### config.mk
export PLATFORM = sky130hd
export DESIGN_NAME = raycastControlTop
export DESIGN_NICKNAME = d
export VERILOG_FILES = /design/src/rtl/raycastPkg.sv /design/src/rtl/poseIf.sv /design/src/rtl/buttonConditioner.sv /design/src/rtl/poseMath.sv /design/src/rtl/playerController.sv /design/src/rtl/raycastControlTop.sv
export SDC_FILE = /design/constraint.sdc
export NUM_CORES = 2
export LEC_CHECK = 0
export ABC_AREA = 1
export BUFFER_PORTS_ARGS = -buffer_cell sky130_fd_sc_hd__buf_4
export CORE_MARGIN = 2
export CORE_UTILIZATION = 59
export CTS_BUF_LIST = sky130_fd_sc_hd__clkbuf_2
export DETAILED_ROUTE_END_ITERATION = 8
export GPL_TIMING_DRIVEN = 1
export PLACE_DENSITY_LB_ADDON = 0.12
export SLEW_MARGIN = 20
export SYNTH_ARGS = -nofsm -noshare
export SYNTH_HDL_FRONTEND = slang
export SYNTH_SLANG_ARGS = --single-unit
### constraint.sdc
create_clock -name pixel_clk_in -period 9.6 [get_ports pixel_clk_in]
set_input_delay 0.96 -clock pixel_clk_in [delete_from_list [all_inputs] [get_ports pixel_clk_in]]
set_output_delay 0.96 -clock pixel_clk_in [all_outputs]
set_load 0.03 [all_outputs]
### src/rtl/raycastPkg.sv
`default_nettype none

package raycastPkg;

  // all pose values are signed Q8.8, one map cell = 256 units
  localparam int FRAC_BITS = 8;
  localparam int COORD_W = 16;
  localparam int MAP_SIZE = 16;  // cells per map edge

  // fixed 10 degree rotation step
  localparam logic signed [COORD_W-1:0] COS_ROT = 16'sd252;  // 0.984 after quantizing
  localparam logic signed [COORD_W-1:0] SIN_ROT = 16'sd44;   // 0.172 after quantizing

  // quarter cell per unit of direction
  localparam logic signed [COORD_W-1:0] MOVE_SPEED = 16'sd64;

  // row r, bit c set means cell (c,r) is a wall
  // solid border plus a handful of pillars, row 0 is the leftmost word
  localparam logic [0:MAP_SIZE-1][MAP_SIZE-1:0] WORLD_MAP = {
    16'hFFFF,  // row 0
    16'h8001,
    16'h8001,
    16'h8001,
    16'h8811,  // pillars at columns 4 and 11
    16'h8001,
    16'h8001,
    16'h8001,
    16'h9001,  // pillar at column 12
    16'h8001,
    16'h8101,  // pillar straight ahead of the start pose
    16'h8811,
    16'h8001,
    16'h8001,
    16'h8001,
    16'hFFFF   // row 15
  };

  // spawn in the middle of cell (8,8), looking along +y
  localparam logic signed [COORD_W-1:0] START_POS_X = 16'sd2176;  // 8.5 cells
  localparam logic signed [COORD_W-1:0] START_POS_Y = 16'sd2176;
  localparam logic signed [COORD_W-1:0] START_DIR_X = 16'sd0;
  localparam logic signed [COORD_W-1:0] START_DIR_Y = 16'sd256;    // unit length
  localparam logic signed [COORD_W-1:0] START_PLANE_X = 16'sd169;  // ~0.66, roughly 66 deg fov
  localparam logic signed [COORD_W-1:0] START_PLANE_Y = 16'sd0;

  // one player action per button press
  typedef enum logic [2:0] {
    ACT_NONE  = 3'd0,
    ACT_FWD   = 3'd1,
    ACT_BACK  = 3'd2,
    ACT_LEFT  = 3'd3,
    ACT_RIGHT = 3'd4
  } actionT;

endpackage

`default_nettype wire

### src/rtl/poseIf.sv
`timescale 1ns/10ps
`default_nettype none

// player pose as seen by the renderer side
interface poseIf;

  logic signed [raycastPkg::COORD_W-1:0] posX;    // position, Q8.8 map units
  logic signed [raycastPkg::COORD_W-1:0] posY;
  logic signed [raycastPkg::COORD_W-1:0] dirX;    // view direction, unit length
  logic signed [raycastPkg::COORD_W-1:0] dirY;
  logic signed [raycastPkg::COORD_W-1:0] planeX;  // camera plane, kept perpendicular to dir
  logic signed [raycastPkg::COORD_W-1:0] planeY;

  // controller side owns the registers
  modport ctrl (
    output posX, posY,
    output dirX, dirY,
    output planeX, planeY
  );

  // anything that only looks at the pose
  modport view (
    input posX, posY,
    input dirX, dirY,
    input planeX, planeY
  );

endinterface

`default_nettype wire

### src/rtl/buttonConditioner.sv
`timescale 1ns/10ps
`default_nettype none

module buttonConditioner (
  input  wire                pixel_clk_in,
  input  wire                rst_in,
  input  wire                moveFwd,
  input  wire                moveBack,
  input  wire                rotLeft,
  input  wire                rotRight,
  output raycastPkg::actionT action,
  output logic               actionValid
);

  logic [3:0] rawBtn;   // {right, left, back, fwd}
  logic [3:0] syncA;    // first synchronizer stage
  logic [3:0] syncB;    // second stage, safe to use
  logic [3:0] prevBtn;  // syncB one cycle ago
  logic [3:0] rise;
  raycastPkg::actionT nextAct;

  assign rawBtn = {rotRight, rotLeft, moveBack, moveFwd};

  always_ff @(posedge pixel_clk_in) begin
    if (rst_in) begin
      syncA   <= '0;
      syncB   <= '0;
      prevBtn <= '0;
    end else begin
      syncA   <= rawBtn;
      syncB   <= syncA;
      prevBtn <= syncB;
    end
  end

  assign rise = syncB & ~prevBtn;  // held buttons stay quiet

  // fixed priority when several go up together
  always_comb begin
    if (rise[0]) nextAct = raycastPkg::ACT_FWD;
    else if (rise[1]) nextAct = raycastPkg::ACT_BACK;
    else if (rise[2]) nextAct = raycastPkg::ACT_LEFT;
    else if (rise[3]) nextAct = raycastPkg::ACT_RIGHT;
    else nextAct = raycastPkg::ACT_NONE;
  end

  // edge register, third stage of the 3 cycle path
  always_ff @(posedge pixel_clk_in) begin
    if (rst_in) actionValid <= 1'b0;
    else actionValid <= |rise;
  end

  always_ff @(posedge pixel_clk_in) begin
    action <= nextAct;  // only meaningful alongside actionValid
  end

  // each edge lasts one cycle, so a press gives an isolated pulse
  apSinglePulse : assert property (@(posedge pixel_clk_in) disable iff (rst_in)
    actionValid |=> !actionValid)
    else $error("actionValid high two cycles in a row");

endmodule

`default_nettype wire

### src/rtl/poseMath.sv
`timescale 1ns/10ps
`default_nettype none

// candidate pose for one action, purely combinational
module poseMath (
  input  wire raycastPkg::actionT                     action,
  input  wire logic signed [raycastPkg::COORD_W-1:0] posX,
  input  wire logic signed [raycastPkg::COORD_W-1:0] posY,
  input  wire logic signed [raycastPkg::COORD_W-1:0] dirX,
  input  wire logic signed [raycastPkg::COORD_W-1:0] dirY,
  input  wire logic signed [raycastPkg::COORD_W-1:0] planeX,
  input  wire logic signed [raycastPkg::COORD_W-1:0] planeY,
  output logic signed [raycastPkg::COORD_W-1:0]      candPosX,
  output logic signed [raycastPkg::COORD_W-1:0]      candPosY,
  output logic signed [raycastPkg::COORD_W-1:0]      candDirX,
  output logic signed [raycastPkg::COORD_W-1:0]      candDirY,
  output logic signed [raycastPkg::COORD_W-1:0]      candPlaneX,
  output logic signed [raycastPkg::COORD_W-1:0]      candPlaneY,
  output logic [3:0]                                 cellX,
  output logic [3:0]                                 cellY,
  output logic                                       outOfMap
);

  logic signed [31:0] cosK;   // constants widened for 32 bit products
  logic signed [31:0] sinK;   // +sin turning left, -sin turning right
  logic signed [31:0] moveK;
  logic signed [raycastPkg::COORD_W-1:0] stepX;  // dir scaled by move speed
  logic signed [raycastPkg::COORD_W-1:0] stepY;
  logic signed [raycastPkg::COORD_W-1:0] cellFullX;  // integer part, sign kept
  logic signed [raycastPkg::COORD_W-1:0] cellFullY;

  // drop the extra fraction bits of a Q16.16 product, floor toward -inf
  function automatic logic signed [raycastPkg::COORD_W-1:0] toQ88(
    input logic signed [31:0] acc
  );
    logic signed [31:0] shifted;
    shifted = acc >>> raycastPkg::FRAC_BITS;
    return shifted[raycastPkg::COORD_W-1:0];
  endfunction

  assign cosK  = 32'(raycastPkg::COS_ROT);
  assign sinK  = (action == raycastPkg::ACT_RIGHT) ? -32'(raycastPkg::SIN_ROT)
                                                  : 32'(raycastPkg::SIN_ROT);
  assign moveK = 32'(raycastPkg::MOVE_SPEED);

  assign stepX = toQ88(dirX * moveK);
  assign stepY = toQ88(dirY * moveK);

  always_comb begin
    candPosX   = posX;  // no action -> pose passes through
    candPosY   = posY;
    candDirX   = dirX;
    candDirY   = dirY;
    candPlaneX = planeX;
    candPlaneY = planeY;
    case (action)
      raycastPkg::ACT_FWD: begin
        candPosX = posX + stepX;
        candPosY = posY + stepY;
      end
      raycastPkg::ACT_BACK: begin
        candPosX = posX - stepX;
        candPosY = posY - stepY;
      end
      raycastPkg::ACT_LEFT, raycastPkg::ACT_RIGHT: begin
        // same rotation matrix for dir and plane so they stay perpendicular
        candDirX   = toQ88(dirX * cosK + dirY * sinK);
        candDirY   = toQ88(dirY * cosK - dirX * sinK);
        candPlaneX = toQ88(planeX * cosK + planeY * sinK);
        candPlaneY = toQ88(planeY * cosK - planeX * sinK);
      end
      default: ;
    endcase
  end

  // target cell of the candidate position
  assign cellFullX = candPosX >>> raycastPkg::FRAC_BITS;
  assign cellFullY = candPosY >>> raycastPkg::FRAC_BITS;
  assign cellX = cellFullX[3:0];
  assign cellY = cellFullY[3:0];

  assign outOfMap = (cellFullX < 0) || (cellFullX >= raycastPkg::MAP_SIZE) ||
                    (cellFullY < 0) || (cellFullY >= raycastPkg::MAP_SIZE);

endmodule

`default_nettype wire

### src/rtl/playerController.sv
`timescale 1ns/10ps
`default_nettype none

module playerController (
  input  wire                pixel_clk_in,
  input  wire                rst_in,
  input  wire raycastPkg::actionT action,
  input  wire                actionValid,
  poseIf.ctrl                pose,
  output logic               busy,
  output logic               bump   // one cycle, move refused
);

  // DONE holds busy one more cycle after the commit so bump lands inside busy
  typedef enum logic [1:0] {
    IDLE  = 2'd0,
    EVAL  = 2'd1,
    CHECK = 2'd2,
    DONE  = 2'd3
  } stateT;

  stateT state;
  raycastPkg::actionT actReg;  // action being worked on

  // combinational candidate from poseMath
  logic signed [raycastPkg::COORD_W-1:0] candPosX, candPosY;
  logic signed [raycastPkg::COORD_W-1:0] candDirX, candDirY;
  logic signed [raycastPkg::COORD_W-1:0] candPlaneX, candPlaneY;
  logic [3:0] cellX, cellY;
  logic outOfMap;

  // registered copy, taken in EVAL
  logic signed [raycastPkg::COORD_W-1:0] heldPosX, heldPosY;
  logic signed [raycastPkg::COORD_W-1:0] heldDirX, heldDirY;
  logic signed [raycastPkg::COORD_W-1:0] heldPlaneX, heldPlaneY;
  logic [3:0] heldCellX, heldCellY;
  logic heldOut;

  logic isRot;
  logic wallHit;

  poseMath uMath (
    .action     (actReg),
    .posX       (pose.posX),
    .posY       (pose.posY),
    .dirX       (pose.dirX),
    .dirY       (pose.dirY),
    .planeX     (pose.planeX),
    .planeY     (pose.planeY),
    .candPosX   (candPosX),
    .candPosY   (candPosY),
    .candDirX   (candDirX),
    .candDirY   (candDirY),
    .candPlaneX (candPlaneX),
    .candPlaneY (candPlaneY),
    .cellX      (cellX),
    .cellY      (cellY),
    .outOfMap   (outOfMap)
  );

  assign busy    = (state != IDLE);
  assign isRot   = (actReg == raycastPkg::ACT_LEFT) || (actReg == raycastPkg::ACT_RIGHT);
  assign wallHit = raycastPkg::WORLD_MAP[heldCellY][heldCellX];  // bit per cell

  always_ff @(posedge pixel_clk_in) begin
    if (state == IDLE && actionValid) actReg <= action;  // ignored while busy
    if (state == EVAL) begin
      heldPosX   <= candPosX;
      heldPosY   <= candPosY;
      heldDirX   <= candDirX;
      heldDirY   <= candDirY;
      heldPlaneX <= candPlaneX;
      heldPlaneY <= candPlaneY;
      heldCellX  <= cellX;
      heldCellY  <= cellY;
      heldOut    <= outOfMap;
    end
  end

  always_ff @(posedge pixel_clk_in) begin
    if (rst_in) begin
      state       <= IDLE;
      bump        <= 1'b0;
      pose.posX   <= raycastPkg::START_POS_X;
      pose.posY   <= raycastPkg::START_POS_Y;
      pose.dirX   <= raycastPkg::START_DIR_X;
      pose.dirY   <= raycastPkg::START_DIR_Y;
      pose.planeX <= raycastPkg::START_PLANE_X;
      pose.planeY <= raycastPkg::START_PLANE_Y;
    end else begin
      bump <= 1'b0;
      case (state)
        IDLE:  if (actionValid) state <= EVAL;
        EVAL:  state <= CHECK;
        CHECK: begin
          state <= DONE;
          // rotations never leave the cell, moves must land on open floor
          if (isRot || (!heldOut && !wallHit)) begin
            pose.posX   <= heldPosX;
            pose.posY   <= heldPosY;
            pose.dirX   <= heldDirX;
            pose.dirY   <= heldDirY;
            pose.planeX <= heldPlaneX;
            pose.planeY <= heldPlaneY;
          end else begin
            bump <= 1'b1;
          end
        end
        DONE:    state <= IDLE;
        default: state <= IDLE;
      endcase
    end
  end

  // a press during a running sequence must not restart or retarget it
  apDropWhileBusy : assert property (@(posedge pixel_clk_in) disable iff (rst_in)
    (busy && actionValid) |=> ($stable(actReg) && state != EVAL))
    else $error("action accepted while busy");

  // the wall check upstream keeps the player out of solid cells
  apNotInWall : assert property (@(posedge pixel_clk_in) disable iff (rst_in)
    !raycastPkg::WORLD_MAP[pose.posY[raycastPkg::FRAC_BITS +: 4]]
                          [pose.posX[raycastPkg::FRAC_BITS +: 4]])
    else $error("committed position inside a wall cell");

endmodule

`default_nettype wire

### src/rtl/raycastControlTop.sv
`timescale 1ns/10ps
`default_nettype none

module raycastControlTop (
  input  wire                                 pixel_clk_in,
  input  wire                                 rst_in,
  input  wire                                 moveFwd,
  input  wire                                 moveBack,
  input  wire                                 rotLeft,
  input  wire                                 rotRight,
  output logic signed [raycastPkg::COORD_W-1:0] posX,
  output logic signed [raycastPkg::COORD_W-1:0] posY,
  output logic signed [raycastPkg::COORD_W-1:0] dirX,
  output logic signed [raycastPkg::COORD_W-1:0] dirY,
  output logic signed [raycastPkg::COORD_W-1:0] planeX,
  output logic signed [raycastPkg::COORD_W-1:0] planeY,
  output logic                                busy,
  output logic                                bump
);

  raycastPkg::actionT action;
  logic actionValid;  // single cycle, 3 cycles after the pin edge

  poseIf poseBus ();

  buttonConditioner uButtons (
    .pixel_clk_in (pixel_clk_in),
    .rst_in       (rst_in),
    .moveFwd      (moveFwd),
    .moveBack     (moveBack),
    .rotLeft      (rotLeft),
    .rotRight     (rotRight),
    .action       (action),
    .actionValid  (actionValid)
  );

  playerController uCtrl (
    .pixel_clk_in (pixel_clk_in),
    .rst_in       (rst_in),
    .action       (action),
    .actionValid  (actionValid),
    .pose         (poseBus.ctrl),
    .busy         (busy),
    .bump         (bump)
  );

  // read-only view of the pose, flattened for the renderer
  assign posX   = poseBus.posX;
  assign posY   = poseBus.posY;
  assign dirX   = poseBus.dirX;
  assign dirY   = poseBus.dirY;
  assign planeX = poseBus.planeX;
  assign planeY = poseBus.planeY;

endmodule

`default_nettype wire

* Word level (Yosys, flattened, before mapping) *
Memories as Yosys holds them, arrays and structs flattened.
Cells that the tools add are included.

operators by class
  add/sub/neg operators = 8
  $mul = 8
  bitwise logic cells = 4
  magnitude comparators = 6
  reduce and logical (&&, ||, !) cells = 16
  multiplexer cells = 17
  equality and inequality tests = 8

operator list
  cell                   count
  $mul 16x32->24         4
  $mux 16                6
  $mul 16x7->22 const B  4
  $pmux 16 s2            2
  $add 24x24->24         2
  $sub 24x24->24         2
  $add 16x14->16         2
  $mux 32                1
  $sub 16x14->16         2
  $ge 8x6->1 const B     2
  $lt 8x1->1 const B     2
  $pmux 2 s4             1
  $eq 3x2->1 const B     2
  $mux 2                 3
  $ge 5x5->1 const B     1
  $logic_or 1x1->1       5
  $lt 4x5->1 const B     1
  $not 4->5              1
  $and 4x4->4            1
  $bmux 1 s4             1
  $eq 2x2->1 const B     2
  $not 4->4              1
  $reduce_or 2->1        2
  $reduce_or 4->1        1
  other kinds (13)       16

word-level totals
  bits in read-only memories = 256
  word-level logic and storage cells = 92
  memories kept = 1
  register bits = 223
  input bits = 6
  output and inout bits = 98

memories
  name             depth  width  read ports  clocked after Yosys merged registers in  wr ports  RTL line                source
  (no name shown)  16     16     1           0                                        0         playerController.sv:63  assign wallHit = raycastPkg::WORLD_MAP[heldCellY][heldCellX];

* Logic depth before layout (Yosys ltp) *
  depth after elaboration = 10
  mapped depth = 42
  depth with buffers taken out = 42

* By module *
A second synthesis with hierarchy kept.

second synthesis, totals
  cell total of the unflattened synthesis = 5,188
  area, all modules = 43,779.5 um^2

modules (own cells, without submodules)
  module             area an instance (um^2)  seq. area each (um^2)  times used  cells each
  poseMath           35,348.9                 0.0                    1           4,350
  playerController   7,898.8                  5,225.0                1           780
  buttonConditioner  531.8                    320.3                  1           58

* Worst setup path before layout *
Ideal clock, no wire load.

  path type = register -> register
  start point = reg uCtrl.pose.planeY[4]
  end point = reg uCtrl.heldPlaneY[15] in the netlist's numbering, data pin
  required time = 9,347 ps
  setup slack = 1,226 ps
  setup time = 253 ps
  arrival = 8,121 ps
  buffers on the path = 0
  stages on the path, launching flop included = 39
  clock period less this slack = 8,374 ps
  path through = dfxtp_1 fa_1 fa_1 fa_1 inv_1 fa_1 inv_1 ha_1 nand2_1 inv_1 a21oi_1 nand2_1 a21boi_1 inv_1 a21oi_1 nor3_1 nor3_1 xor2_1 [3 not listed] fa_1 inv_1 fa_1 fa_1 inv_1 ha_1 inv_1 nor3_1 nand2_1 or2_2 nand3_1 inv_1 nand2_1 nand2_1 nand2_1 nand2_1 nand2_1 nand2_1

between the ends
  longest elaborated chain between the ends = 3

RTL lines
  item                                 RTL line                 source
  start, declared                      poseIf.sv:18             output planeX, planeY
  start signal, assigned               playerController.sv:89   pose.planeY <= raycastPkg::START_PLANE_Y;
  start signal, assigned               playerController.sv:104  pose.planeY <= heldPlaneY;
  $mul 16x7->22                        poseMath.sv:70           candPlaneY = toQ88(planeY * cosK - planeX * sinK);
  $sub 24x24->24                       poseMath.sv:70
  $mux 16                              poseMath.sv:56           case (action)
  named net uCtrl.candPlaneY, one bit  playerController.sv:28   logic signed [raycastPkg::COORD_W-1:0] candPlaneX, candPlaneY;
  end signal, assigned                 playerController.sv:73   heldPlaneY <= candPlaneY;
  end, declared                        playerController.sv:35   logic signed [raycastPkg::COORD_W-1:0] heldPlaneX, heldPlaneY;

The timed path passes the listed nets, and every way through them passes these cells.
A chain may end at the register's enable or synchronous reset.

* Worst setup path in the final report *
  start point = reg uCtrl.pose.dirY[4]
  end point = reg uCtrl.heldDirY[14] in the netlist's numbering, data pin

between the ends
  longest elaborated chain between the ends = 3

RTL lines
  item                               RTL line                 source
  start, declared                    poseIf.sv:17             output dirX, dirY,
  start signal, assigned             playerController.sv:87   pose.dirY <= raycastPkg::START_DIR_Y;
  start signal, assigned             playerController.sv:102  pose.dirY <= heldDirY;
  $mul 16x7->22                      poseMath.sv:68           candDirY = toQ88(dirY * cosK - dirX * sinK);
  $sub 24x24->24                     poseMath.sv:68
  $mux 16                            poseMath.sv:56
  named net uCtrl.candDirY, one bit  playerController.sv:27   logic signed [raycastPkg::COORD_W-1:0] candDirX, candDirY;
  end signal, assigned               playerController.sv:71   heldDirY <= candDirY;
  end, declared                      playerController.sv:34   logic signed [raycastPkg::COORD_W-1:0] heldDirX, heldDirY;

The timed path passes the listed nets, and every way through them passes these cells.

==> impl_metrics.ini <==
[global_routing]
globalRouteTotalUtil = 0.312
grt_pass1_wl_mm = 178
grt_max_degree = 73
antenna_found_initial = 1
grt_pass1_vias = 33242
global_route.overflow_total = 0

[clocking]
cts_made_buffers = 70
cts-htree-levels = 3
worst_skew_pair.late_latency_ns = 1.09
clock_tree.buffer_depth = 3
post_cts_hold_buffer_count = 0
tritoncts = yes
clk_root_buffer_cell = sky130_fd_sc_hd__clkbuf_2
clk_pin_slew_ns = 0.12
cts_sinks = 215
post_cts_resize_count = 0
cts_setup_buffers = 0

[drt]
via_per_inst = 5.34
num_vias = 31914
drc = 0
wl_per_cell_um = 18.5
detail_route.wirelength_mm = 110
drtAntennaViolNets = 0
drtPass1Iterations = 6
initialDrtViolationCount = 1894

[setup_path]
worst_setup_path_end_kind = flop
crit_top_cell = sky130_fd_sc_hd__inv_1
worstReg2RegEnd = uCtrl.heldDirY[14]
critical_path.endpoint = uCtrl.heldDirY[14]
worstPathRequired_ns = 10.32
r2r.worst_path.cells = 34
critPathKind = reg2reg
startpoint = uCtrl.pose.dirY[4]
critical-path-max-stage-delay_ns = 0.68
worst-r2r-setup-slack_ns = 0.74
regToRegStartpoint = uCtrl.pose.dirY[4]
worst-endpoint-arrival_ns = 9.58
critPathLaunchType = flop
timing.critical_path.slowest_stage_cell = sky130_fd_sc_hd__dfxtp_1
crit_path_max_fanout = 10

[finish]
fillerInstances = 6294
num_antenna_cells = 0
final_layout_size_suffix_gt1_frac = 0.0695
area_growth_pct = 6.34
final_net_count = 6277
design_area_sq_um = 44800

[placement]
dpl_worst_slack_ns = 0.804
place_congestion = 0.949
dp_hpwl_mm = 92.8
cell_area_after_placement_sq_um = 44100
portBuffers = 103

[floorplan]
rows = 97
die_w_um = 271
initial_core_util = 0.598
dieHeight_um = 271
die_area_sq_um = 73600
area_of_the_core_region_sq_um = 70400
pin_count = 104

[timing]
worst_slew_margin_rel = 0.278
skew_ns = 0.145
report.final.hold_viol_count = 0
rsz_0062_raised_after_global_routing = false
final_cycle_utilization_of_the_critical_path = 0.923
final.setup.tns_ns = 0
final.setup.worst_slack_ns = 0.739
fmax_mhz = 113
setup_viol = 0
final_period_minus_worst_setup_slack_ns = 8.86
worstMarginPinSlew_ns = 1.08
fin_hold_ws_ns = 0.0982
final_max_slew_viol_count = 0

[logic_synthesis]
async_flop_share = 0
postSynthRegisterBits = 215
synthesized_area_sq_um = 42100
synth_top_area_share = 0.343
yosysTopAreaCell = sky130_fd_sc_hd__fa_1
yosys.area_share.simple = 0.117
share_of_the_yosys_chip_area_belonging_to_registers = 0.126
synth_cell_types = 59
post_synth_inst_count = 4834
synth_edf_count = 100
synth.most_common_cell = sky130_fd_sc_hd__inv_1
yosysWarnings = 0
largest_family_of_logic_cells_by_synthesized_area = adder cells
ys_top_cells_by_area = sky130_fd_sc_hd__fa_1, sky130_fd_sc_hd__ha_1, sky130_fd_sc_hd__inv_1
synth_commonest_cells = sky130_fd_sc_hd__inv_1, sky130_fd_sc_hd__fa_1, sky130_fd_sc_hd__nand2_1, sky130_fd_sc_hd__ha_1, sky130_fd_sc_hd__nor2_1
ys_flop_type = sky130_fd_sc_hd__dfxtp_1
synth.area.mux_share = 0
synth-xor-area-share = 0.0403
synth-adder-area-share = 0.512
synth-compound-area-share = 0.0886
synth.avg_cell_area_sq_um = 8.72

[run]
cap_viol_max_count = 0

[hold_path]
worstHoldPathType = in2reg

[run_status]
run_status = finished clean
[through the flow]
| stage | utilization | cells |
|---|---|---|
| floorplan | - | 4835 |
| global placement | 0.627 | 5847 |
| detailed placement | 0.627 | 5847 |
| CTS | 0.636 | 5974 |
| global route | 0.636 | 5974 |
| finish | 0.636 | 5974 |
[sequential cells by signal (all words and copies together), names as in the netlist]
register,flops
uCtrl.heldPlaneY,16
uButtons.actionValid,1
uButtons.action,3
uCtrl.pose.planeX,16
uCtrl.heldPosX,13
uCtrl.pose.dirY,16
uCtrl.pose.posX,16
uCtrl.heldPlaneX,16
uCtrl.heldCellX,3
uCtrl.pose.planeY,16
uCtrl.actReg,3
uCtrl.heldCellY,3
uCtrl.heldDirY,16
uButtons.syncB,4
uCtrl.bump,1
uCtrl.heldOut,1
uButtons.prevBtn,4
uCtrl.heldDirX,16
uCtrl.heldPosY,13
uCtrl.pose.dirX,16
uCtrl.pose.posY,16
uCtrl.state,2
uButtons.syncA,4
[layout by cell type, fill, tap and decap left out, drive strengths merged, types with 6 or more instances in the layout]
| cell | Yosys | final |
|---|---|---|
| a211oi | 6 | 6 |
| a21boi | 7 | 7 |
| a21o | 25 | 25 |
| a21oi | 270 | 270 |
| a31oi | 21 | 21 |
| buf | 30 | 159 |
| clkbuf | 57 | 104 |
| clkinv | 0 | 20 |
| dfxtp | 115 | 115 |
| edfxtp | 100 | 100 |
| fa | 722 | 722 |
| ha | 570 | 570 |
| inv | 1188 | 1188 |
| nand2 | 637 | 637 |
| nand3 | 154 | 154 |
| nand3b | 14 | 14 |
| nand4 | 22 | 22 |
| nor2 | 284 | 284 |
| nor3 | 27 | 27 |
| o211ai | 9 | 9 |
| o21a | 6 | 6 |
| o21ai | 287 | 287 |
| o21bai | 25 | 25 |
| o22ai | 6 | 6 |
| o31ai | 7 | 7 |
| or2 | 34 | 34 |
| xnor2 | 80 | 80 |
| xor2 | 113 | 113 |
[layout make-up]
| class | count | area (sq um) | area share |
|---|---|---|---|
| inverter | 1188 | 4460 | 0.0996 |
| tap | 940 | 1180 | 0.0263 |
| clock buffer | 104 | 520 | 0.0116 |
| clock inverter | 23 | 136 | 0.00304 |
| sequential | 215 | 5310 | 0.118 |
| multi-input combinational | 3345 | 32000 | 0.714 |
| timing repair buffer | 159 | 1210 | 0.0269 |
[critical path: cells and delay by family (launching register included)]
family	cells	cell delay (ns)
AOI/OAI and AO/OA	6	1.23
xor gates and xnor gates	1	0.16
DFF	1	0.68
and+or+nand+nor	6	0.76
adders and majority gates	11	4.97
buffers and inverters	10	0.80
[routing by layer]
| metal | track usage | routed length (um) |
|---|---|---|
| met1 | 0.371 | 43500 |
| met2 | 0.568 | 56600 |
| met3 | 0.0314 | 4080 |
| met4 | 0.149 | 6210 |
| met5 | 0 | 15 |
[cell families (layout without fill, tap and decap cells)]
| family | after synthesis | after routing |
|---|---|---|
| flops | 215 | 215 |
| simple gates | 1179 | 1179 |
| buf+inv | 1275 | 1474 |
| fa+ha+maj | 1292 | 1292 |
| compound gates | 679 | 679 |
| other cells | 1 | 2 |
| xor+xnor | 193 | 193 |
[how the worst min path moves through the flow]
stage,startpoint,slack (ns),to,cells past startpoint
after global routing,rotRight,0.07,uButtons.syncA[3],3
after detailed placement,uButtons.action[1],0.39,uCtrl.actReg[1],0
after global placement,uButtons.action[1],0.39,uCtrl.actReg[1],0
after CTS,rotRight,0.008,uButtons.syncA[3],3
after floorplan,uButtons.action[0],0.39,uCtrl.actReg[0],0
final,rotRight,0.1,uButtons.syncA[3],3
Power is not shown: default switching activity piles up to over one toggle a cycle in this logic, so the estimate is an artifact.
